File: src/design/rename_pkg.sv
package rename_pkg;

  // machine sizes
  localparam int NUM_ARCH_REGS = 32;  // nzcv sits one slot above these
  localparam int NUM_PHYS_REGS = 64;
  localparam int TAG_W         = 6;
  localparam int ARCH_W        = 5;
  localparam int NUM_INIT_FREE = 31;  // tags 33..63 after the walk
  localparam int INIT_BASE     = NUM_ARCH_REGS + 1;  // first tag not taken by identity map
  localparam int IMM_W         = 12;
  localparam int PC_W          = 64;
  localparam int DATA_W        = 64;
  localparam int OPND_W        = 28;  // common width of both operand forms

  // rename controller states
  localparam logic [1:0] CTRL_INIT  = 2'd0;
  localparam logic [1:0] CTRL_RUN   = 2'd1;
  localparam logic [1:0] CTRL_STALL = 2'd2;

  typedef enum logic [2:0] {
    UOP_ALU,
    UOP_LOAD,
    UOP_STORE,
    UOP_BL,
    UOP_BCOND
  } uop_code;

  // register-register form
  typedef struct packed {
    logic [OPND_W-3*ARCH_W-2:0] pad;
    logic [ARCH_W-1:0]          dest;
    logic [ARCH_W-1:0]          src1;
    logic [ARCH_W-1:0]          src2;
    logic                       set_nzcv;
  } uop_rr;

  // register-immediate form
  typedef struct packed {
    logic [OPND_W-2*ARCH_W-IMM_W-2:0] pad;
    logic [ARCH_W-1:0]                dest;
    logic [ARCH_W-1:0]                src;
    logic [IMM_W-1:0]                 imm;
    logic                             set_nzcv;
  } uop_ri;

  typedef union packed {
    uop_rr rr;
    uop_ri ri;
  } uop_operands;

  typedef struct packed {
    logic [PC_W-1:0] pc;
    uop_code         uopcode;
    logic            valb_sel;       // 1 selects the rr form
    logic            predict_taken;
    logic [PC_W-1:0] branch_target;
    uop_operands     operands;
  } uop_insn;

  typedef enum logic [1:0] {
    ISSUED,
    DONE,
    EXCEPTION
  } rob_status;

  typedef struct packed {
    logic [PC_W-1:0]  pc;
    logic [PC_W-1:0]  next_pc;
    uop_insn          uop;
    logic [TAG_W-1:0] r1_phys;
    logic [TAG_W-1:0] r2_phys;
    logic [TAG_W-1:0] dest_phys;
    logic [TAG_W-1:0] nzcv_phys;
    rob_status        status;
  } rob_entry;

  typedef struct packed {
    logic              en;
    logic [TAG_W-1:0]  index;
    logic [DATA_W-1:0] data;
  } regfile_wr;

endpackage

File: src/design/alloc_if.sv
// tag allocation path between the alias table and the free list
interface alloc_if import rename_pkg::*; ();

  logic [TAG_W:0]            free_count;  // tags held in the queue
  logic [2:0][TAG_W-1:0]     head_tags;   // [0] is the oldest
  logic                      pop;
  logic [1:0]                pop_num;     // 1 to 3 when pop is high

  // queue side
  modport pool (
    output free_count,
    output head_tags,
    input  pop,
    input  pop_num
  );

  // consumer side, the rename table
  modport user (
    input  free_count,
    input  head_tags,
    output pop,
    output pop_num
  );

endinterface

File: src/design/free_list.sv
module free_list import rename_pkg::*; (
  input  logic             clk,
  input  logic             rst_N_in,
  input  logic             init_push,
  input  logic [TAG_W-1:0] init_tag,
  input  logic             free_valid,
  input  logic [TAG_W-1:0] free_tag,
  alloc_if.pool            alloc
);

  logic [NUM_PHYS_REGS-1:0][TAG_W-1:0] mem;
  logic [TAG_W-1:0]                    head;
  logic [TAG_W-1:0]                    tail;
  logic [TAG_W:0]                      count;
  logic                                push;
  logic [TAG_W-1:0]                    push_tag;
  logic [1:0]                          pop_n;

  // init walk and commit share the single write port
  assign push     = init_push || free_valid;
  assign push_tag = init_push ? init_tag : free_tag;
  assign pop_n    = alloc.pop ? alloc.pop_num : 2'd0;

  // tag storage
  always_ff @(posedge clk) begin
    if (push) begin
      mem[tail] <= push_tag;
    end
  end

  // pointers wrap on their own since the depth is a power of two
  always_ff @(posedge clk) begin
    if (!rst_N_in) begin
      head  <= '0;
      tail  <= '0;
      count <= '0;
    end else begin
      if (push) begin
        tail <= tail + 1'b1;
      end
      head  <= head + TAG_W'(pop_n);
      count <= count + (TAG_W + 1)'(push) - (TAG_W + 1)'(pop_n);
    end
  end

  always_comb begin
    for (int i = 0; i < 3; i++) begin
      alloc.head_tags[i] = mem[head + TAG_W'(i)];
    end
  end

  assign alloc.free_count = count;

  a_no_overflow: assert property (
    @(posedge clk) disable iff (!rst_N_in)
    push |-> count < NUM_PHYS_REGS
  );

  a_no_overpop: assert property (
    @(posedge clk) disable iff (!rst_N_in)
    alloc.pop |-> (TAG_W + 1)'(alloc.pop_num) <= count
  );

  // commit cannot hand back tags before the walk has filled the queue
  a_no_return_in_init: assert property (
    @(posedge clk) disable iff (!rst_N_in)
    init_push |-> !free_valid
  );

endmodule

File: src/design/init_counter.sv
module init_counter import rename_pkg::*; (
  input  logic             clk,
  input  logic             rst_N_in,
  input  logic             start,
  output logic [TAG_W-1:0] count,
  output logic             done
);

  logic running;

  always_ff @(posedge clk) begin
    if (!rst_N_in) begin
      running <= 1'b0;
      count   <= '0;
    end else if (start) begin
      running <= 1'b1;
      count   <= '0;
    end else if (running) begin
      if (done) begin
        running <= 1'b0;  // walk finished, hold last value
      end else begin
        count <= count + 1'b1;
      end
    end
  end

  assign done = running && (count == TAG_W'(NUM_INIT_FREE - 1));

  // a new walk may only begin once the previous one is over
  a_no_restart: assert property (
    @(posedge clk) disable iff (!rst_N_in)
    start |-> !running
  );

endmodule

File: src/design/rat_table.sv
module rat_table import rename_pkg::*; (
  input  logic       clk,
  input  logic       rst_N_in,
  input  uop_insn    in_uop,
  input  logic       accept,
  alloc_if.user      alloc,
  output logic [1:0] alloc_need,
  output rob_entry   rob_data,
  output logic       rob_valid,
  output regfile_wr  regfile
);

  // one slot per arch register plus nzcv on top
  logic [NUM_ARCH_REGS:0][TAG_W-1:0] map_q;

  logic [ARCH_W-1:0] dst;
  logic [ARCH_W-1:0] src1;
  logic [ARCH_W-1:0] src2;
  logic              set_nzcv;
  logic              is_imm;
  logic [IMM_W-1:0]  imm;

  logic [TAG_W-1:0]  dest_tag;
  logic [TAG_W-1:0]  imm_tag;
  logic [TAG_W-1:0]  nzcv_tag;
  logic [TAG_W-1:0]  r1_tag;
  logic [TAG_W-1:0]  r2_tag;
  logic              is_branch;
  logic [PC_W-1:0]   next_pc;
  rob_entry          entry;

  logic              wr_en_q;
  logic [TAG_W-1:0]  wr_idx_q;
  logic [DATA_W-1:0] wr_data_q;

  // operand word read as rr or ri depending on valb_sel
  always_comb begin
    set_nzcv = in_uop.operands.rr.set_nzcv;  // bit 0 in both forms
    if (in_uop.valb_sel) begin
      dst      = in_uop.operands.rr.dest;
      src1     = in_uop.operands.rr.src1;
      src2     = in_uop.operands.rr.src2;
      imm      = '0;
    end else begin
      dst      = in_uop.operands.ri.dest;
      src1     = in_uop.operands.ri.src;
      src2     = '0;  // replaced by the immediate tag
      imm      = in_uop.operands.ri.imm;
    end
  end

  assign is_imm = !in_uop.valb_sel;

  // head order is dest, then imm, then nzcv
  assign dest_tag = alloc.head_tags[0];
  assign imm_tag  = alloc.head_tags[1];
  assign nzcv_tag = is_imm ? alloc.head_tags[2] : alloc.head_tags[1];

  assign r1_tag = map_q[src1];
  assign r2_tag = is_imm ? imm_tag : map_q[src2];

  assign alloc_need    = 2'd1 + 2'(is_imm) + 2'(set_nzcv);
  assign alloc.pop     = accept;
  assign alloc.pop_num = alloc_need;

  assign is_branch = (in_uop.uopcode == UOP_BL) || (in_uop.uopcode == UOP_BCOND);
  assign next_pc   = (is_branch && in_uop.predict_taken) ? in_uop.branch_target
                                                         : in_uop.pc + PC_W'(4);

  always_comb begin
    entry.pc        = in_uop.pc;
    entry.next_pc   = next_pc;
    entry.uop       = in_uop;
    entry.r1_phys   = r1_tag;
    entry.r2_phys   = r2_tag;
    entry.dest_phys = dest_tag;
    entry.nzcv_phys = set_nzcv ? nzcv_tag : map_q[NUM_ARCH_REGS];  // keep old flags
    entry.status    = ISSUED;
  end

  // alias table starts as the identity map
  always_ff @(posedge clk) begin
    if (!rst_N_in) begin
      for (int i = 0; i <= NUM_ARCH_REGS; i++) begin
        map_q[i] <= TAG_W'(i);
      end
    end else if (accept) begin
      map_q[dst] <= dest_tag;
      if (set_nzcv) begin
        map_q[NUM_ARCH_REGS] <= nzcv_tag;
      end
    end
  end

  always_ff @(posedge clk) begin
    if (!rst_N_in) begin
      rob_valid <= 1'b0;
      wr_en_q   <= 1'b0;
    end else begin
      rob_valid <= accept;
      wr_en_q   <= accept && is_imm;
    end
  end

  always_ff @(posedge clk) begin
    if (accept) begin
      rob_data  <= entry;
      wr_idx_q  <= imm_tag;
      wr_data_q <= DATA_W'(imm);  // zero extended
    end
  end

  assign regfile.en    = wr_en_q;
  assign regfile.index = wr_idx_q;
  assign regfile.data  = wr_data_q;

endmodule

File: src/design/rename_ctrl.sv
module rename_ctrl import rename_pkg::*; (
  input  logic           clk,
  input  logic           rst_N_in,
  input  logic           init_done,
  input  logic [1:0]     alloc_need,
  input  logic [TAG_W:0] free_count,
  input  logic           in_valid,
  input  logic           rob_ready,
  output logic           init_start,
  output logic           init_push,
  output logic           in_ready,
  output logic           accept
);

  logic [1:0] state;
  logic       walk_started;
  logic       can_go;

  // enough room downstream and enough tags for this uop
  assign can_go = rob_ready && (free_count >= (TAG_W + 1)'(alloc_need));

  always_ff @(posedge clk) begin
    if (!rst_N_in) begin
      state        <= CTRL_INIT;
      walk_started <= 1'b0;
    end else begin
      if (init_start) begin
        walk_started <= 1'b1;
      end
      case (state)
        CTRL_INIT: begin
          if (init_done) begin
            state <= CTRL_RUN;
          end
        end
        CTRL_RUN: begin
          if (in_valid && !can_go) begin
            state <= CTRL_STALL;
          end
        end
        CTRL_STALL: begin
          if (can_go) begin
            state <= CTRL_RUN;
          end
        end
        default: state <= CTRL_INIT;
      endcase
    end
  end

  assign init_start = (state == CTRL_INIT) && !walk_started;  // one cycle kick
  assign init_push  = (state == CTRL_INIT) && walk_started;   // one tag per cycle
  assign in_ready   = (state == CTRL_RUN) && can_go;
  assign accept     = in_valid && in_ready;

  // accepts happen only in run
  a_accept_in_run: assert property (
    @(posedge clk) disable iff (!rst_N_in)
    accept |-> (state == CTRL_RUN)
  );

endmodule

File: src/design/rename_top.sv
module rename_top import rename_pkg::*; (
  input  logic             clk,
  input  logic             rst_N_in,

  // uop in
  input  logic             in_valid,
  input  uop_insn          in_uop,
  output logic             in_ready,

  // reorder buffer
  output rob_entry         rob_data,
  output logic             rob_valid,
  input  logic             rob_ready,

  // tags back from commit
  input  logic             free_valid,
  input  logic [TAG_W-1:0] free_tag,

  // immediate write to the register file
  output regfile_wr        regfile
);

  logic             init_start;
  logic             init_done;
  logic             init_push;
  logic [TAG_W-1:0] init_count;
  logic [TAG_W-1:0] init_tag;
  logic [1:0]       alloc_need;
  logic             accept;

  alloc_if u_alloc_if ();

  assign init_tag = init_count + TAG_W'(INIT_BASE);  // walk starts above the identity map

  init_counter u_init_counter (
    .clk      (clk),
    .rst_N_in (rst_N_in),
    .start    (init_start),
    .count    (init_count),
    .done     (init_done)
  );

  rename_ctrl u_rename_ctrl (
    .clk        (clk),
    .rst_N_in   (rst_N_in),
    .init_done  (init_done),
    .alloc_need (alloc_need),
    .free_count (u_alloc_if.free_count),
    .in_valid   (in_valid),
    .rob_ready  (rob_ready),
    .init_start (init_start),
    .init_push  (init_push),
    .in_ready   (in_ready),
    .accept     (accept)
  );

  free_list u_free_list (
    .clk        (clk),
    .rst_N_in   (rst_N_in),
    .init_push  (init_push),
    .init_tag   (init_tag),
    .free_valid (free_valid),
    .free_tag   (free_tag),
    .alloc      (u_alloc_if.pool)
  );

  rat_table u_rat_table (
    .clk        (clk),
    .rst_N_in   (rst_N_in),
    .in_uop     (in_uop),
    .accept     (accept),
    .alloc      (u_alloc_if.user),
    .alloc_need (alloc_need),
    .rob_data   (rob_data),
    .rob_valid  (rob_valid),
    .regfile    (regfile)
  );

endmodule

File: config.mk
export PLATFORM = sky130hd
export DESIGN_NAME = rename_top
export DESIGN_NICKNAME = d
export VERILOG_FILES = /design/src/design/rename_pkg.sv /design/src/design/alloc_if.sv /design/src/design/free_list.sv /design/src/design/init_counter.sv /design/src/design/rat_table.sv /design/src/design/rename_ctrl.sv /design/src/design/rename_top.sv
export SDC_FILE = /design/constraint.sdc
export NUM_CORES = 2
export LEC_CHECK = 0
export BUFFER_PORTS_ARGS = -buffer_cell sky130_fd_sc_hd__buf_2
export CORE_AREA = 8 8 260 312
export DETAILED_ROUTE_END_ITERATION = 10
export DIE_AREA = 0 0 268 320
export GPL_TIMING_DRIVEN = 1
export PLACE_DENSITY = 0.82
export SYNTH_ARGS = -nofsm -noshare
export SYNTH_HDL_FRONTEND = slang
export SYNTH_SLANG_ARGS = --single-unit
File: constraint.sdc
create_clock -name clk -period 26.9 [get_ports clk]
set_clock_uncertainty 0.15 [all_clocks]
set_input_delay 1.345 -clock clk [delete_from_list [all_inputs] [get_ports clk]]
set_output_delay 1.345 -clock clk [all_outputs]
set_load 0.005 [all_outputs]
==> impl_metrics.json <==
{
  "clk_latency_ns": 0.67,
  "grt_pass1_vias": 32500,
  "ir_drop_v": 0.0000488,
  "drt_wl_total_um": 154000,
  "synth_seq_area_share_pct": 53.3,
  "routedWlPerCell_um": 30.4,
  "crit_path_start_kind": "flop",
  "ios": 560,
  "post-route-util_pct": 67.0,
  "fin_crit_sh_pct": 19.5,
  "postSynthCellCount": 3645,
  "slew_viol_final": 0,
  "grt_first_pass_wirelength_um": 219000,
  "num_rows": 111,
  "r2r-end": "u_rat_table.rob_data[17]$_DFFE_PP_",
  "rsz0062_at_grt": "no",
  "grt-ovfl-total": 0,
  "syn_area_um2": 45300,
  "ys_seq_elements": 880,
  "critPathMaxFanout": 69,
  "ctsHoldBuffers": 0,
  "min_path_cells": 2,
  "cp.required_ns": 27.30,
  "rrSetupSlack_ns": 21.66,
  "place_area_um2": 47900,
  "layout-drive-gt1-share_pct": 28.8,
  "dieArea_um2": 85800,
  "syn_area_per_cell_um2": 12.4,
  "p_leak_uw": 0.0168,
  "core_um2": 76000,
  "die_y_um": 320,
  "fillCellCount": 5440,
  "grt_max_degree": 130,
  "cts_setup_buffers": 0,
  "synth_cell_types": 84,
  "grt_util_all_layers_pct": 34.8,
  "antenna_found_initial": 20,
  "cts_resized": 0,
  "drcViolationCount": 0,
  "ys.flop_type": "edfxtp_1",
  "cp_data_arrival_time_ns": 5.64,
  "synth_edf_count": 651,
  "htreeDepth": 3,
  "cts_tree": "built",
  "max_freq_mhz": 191,
  "start_util_pct": 59.6,
  "worstMarginPinSlew_ns": 1.28,
  "port_buffers": 505,
  "final-hold-violation-count": 0,
  "maxSlewHeadroom_pct": 13.9,
  "reg2reg_depth": 9,
  "path_clk_slew_ns": 0.07,
  "dp.cells": 4900,
  "async_flop_share_pct": 0,
  "drt_iter0_markers": 5203,
  "die_w_um": 268,
  "hold_path_class": "reg2reg",
  "worstSetupPathType": "reg2reg",
  "clockBufferDepth": 3,
  "setup_viol": 0,
  "finalWeightedCongestion": 1.02,
  "cts.sinks": 880,
  "yosysWarnings": 0,
  "critPathCaptureType": "flop",
  "antenna_left": 0,
  "areaGrowthSynthToFinish_pct": 12.4,
  "worstHoldEndpoint": "u_rat_table.map_q[82]$_SDFFE_PN0P_",
  "power_density_nw_per_um2": 58.3,
  "nets": 4171,
  "tns_ns": 0,
  "clockRootBuffer": "clkbuf_16",
  "hold_ws_ns": 0.312,
  "vias": 34200,
  "hp-start": "u_rat_table.map_q[82]$_SDFFE_PN0P_",
  "hpwl_um": 108000,
  "stdcell_count": 5071,
  "viasPerCell": 6.75,
  "drtPass1Iterations": 7,
  "max-cap-violations": 0,
  "outcome": "complete, no violations",
  "numCtsBuffers": 88,
  "r2r_start": "u_free_list.head[0]$_SDFF_PN0_",
  "fin_area_um2": 50900,
  "fin_crit_ns": 5.24
}
cells by family after synthesis:
| family | after synthesis | share of synthesized area (%) |
|---|---|---|
| and+or+nand+nor | 1037 | 10.6 |
| adders and majority gates | 26 | 0.751 |
| DFF | 880 | 53.3 |
| muxes | 678 | 21.4 |
| xor gates and xnor gates | 88 | 1.72 |
| buffers and inverters | 414 | 4.88 |
| AOI/OAI and AO/OA | 521 | 7.34 |
| other | 1 | 0.00828 |
placed cells by master (no fill, tap or decap), drive strengths merged, types with 25 or more instances in the layout:
cell type  synthesis  final
nand2            387    387
inv               30     34
nand3            248    248
conb               1     54
a21oi            123    123
a22oi             25     25
xor2              36     36
o21ai            165    165
buf              245    567
clkbuf           137    108
xnor2             52     52
edfxtp           651    651
clkinv             2     31
o22ai             53     53
mux4             214    214
dfxtp            229    229
mux2             176    176
nor3              60     60
mux2i            288    288
nand4             37     37
nor2             209    209
a221oi            36     36
sequential cells by signal (all words and copies together) (netlist names):
signal / count
u_free_list.alloc.free_count: 7
u_free_list.head: 6
u_free_list.mem: 384
u_free_list.tail: 6
u_init_counter.count: 6
u_init_counter.running: 1
u_rat_table.map_q: 198
u_rat_table.rob_data: 249
u_rat_table.rob_valid: 1
u_rat_table.wr_data_q: 12
u_rat_table.wr_en_q: 1
u_rat_table.wr_idx_q: 6
u_rename_ctrl.state: 2
u_rename_ctrl.walk_started: 1
worst max-delay path, stage by stage, from the launching register on:
cell and delay, ns:
dfxtp_4 0.78, ha_4 0.99, buf_4 0.95, mux2i_1 0.22, nand3_1 0.13, nand4_1 0.17
a22oi_1 0.74, o2111ai_1 0.37, nand2_1 0.31, mux2_2 0.20
Yosys cell counts, types with 40 or more instances:
master | number | area (um2)
mux2_2 | 176 | 1980
nand3_1 | 247 | 1240
xnor2_1 | 51 | 447
dfxtp_1 | 229 | 4580
buf_2 | 77 | 385
mux4_2 | 214 | 4820
nand2_1 | 387 | 1450
o22ai_1 | 53 | 332
nor3_1 | 40 | 200
a21oi_1 | 118 | 591
o21ai_1 | 94 | 470
buf_4 | 141 | 1060
clkbuf_1 | 137 | 514
o21ai_0 | 71 | 355
nor2_1 | 209 | 785
edfxtp_1 | 651 | 19500
mux2i_1 | 288 | 2880
through the flow:
step | total power (uW) | setup WS [ns]
floorplan | 1640 | 16.83
global placement | 1720 | 21.00
detailed placement | 1720 | 20.96
CTS | 2960 | 21.62
global route | 3030 | 21.36
finish | 2970 | 21.66
report_power, final:
| group | internal [uW] | total, uW | leakage (uW) | switching [uW] |
|---|---|---|---|---|
| clock network | 726 | 1270 | 0.00141 | 539 |
| logic | 68.5 | 226 | 0.00771 | 157 |
| registers | 1470 | 1470 | 0.00772 | 4.92 |
layer usage:
| layer | vias to the layer above | global-route usage (%) | wire length [um] |
|---|---|---|---|
| met5 | - | 0 | 236 |
| li1 | 14400 | - | - |
| met2 | 2654 | 53.3 | 69900 |
| met1 | 16600 | 42.1 | 51900 |
| met3 | 557 | 12.2 | 21200 |
| met4 | 16 | 20.9 | 10700 |
cell type report:
type	instances	area, um2	share of cell area (%)
diodes	9	22.5	0.0443
well taps	1017	1270	2.50
flip-flops and latches	880	24100	47.4
clock buffers	108	2340	4.60
inverters	32	128	0.251
repair buffers	567	3020	5.93
clock inverters	54	581	1.14
multi-input cells	2404	19400	38.1
how the worst max path moves through the flow:
stage	from	endpoint	slack, ns	depth (start not counted)
2_1_floorplan	in_uop[0]	u_free_list.alloc.free_count[6]$_SDFF_PN0_	16.83	19
3_3_place_gp	in_uop[0]	u_free_list.alloc.free_count[6]$_SDFF_PN0_	21.00	19
3_5_place_dp	in_uop[0]	u_free_list.alloc.free_count[6]$_SDFF_PN0_	20.96	20
4_1_cts	in_uop[0]	u_free_list.alloc.free_count[6]$_SDFF_PN0_	21.62	19
5_1_grt	in_uop[0]	u_free_list.alloc.free_count[6]$_SDFF_PN0_	21.36	20
6_report	u_free_list.head[0]$_SDFF_PN0_	u_rat_table.rob_data[17]$_DFFE_PP_	21.66	9
No activity file was read; power rests on OpenSTA's default activity.
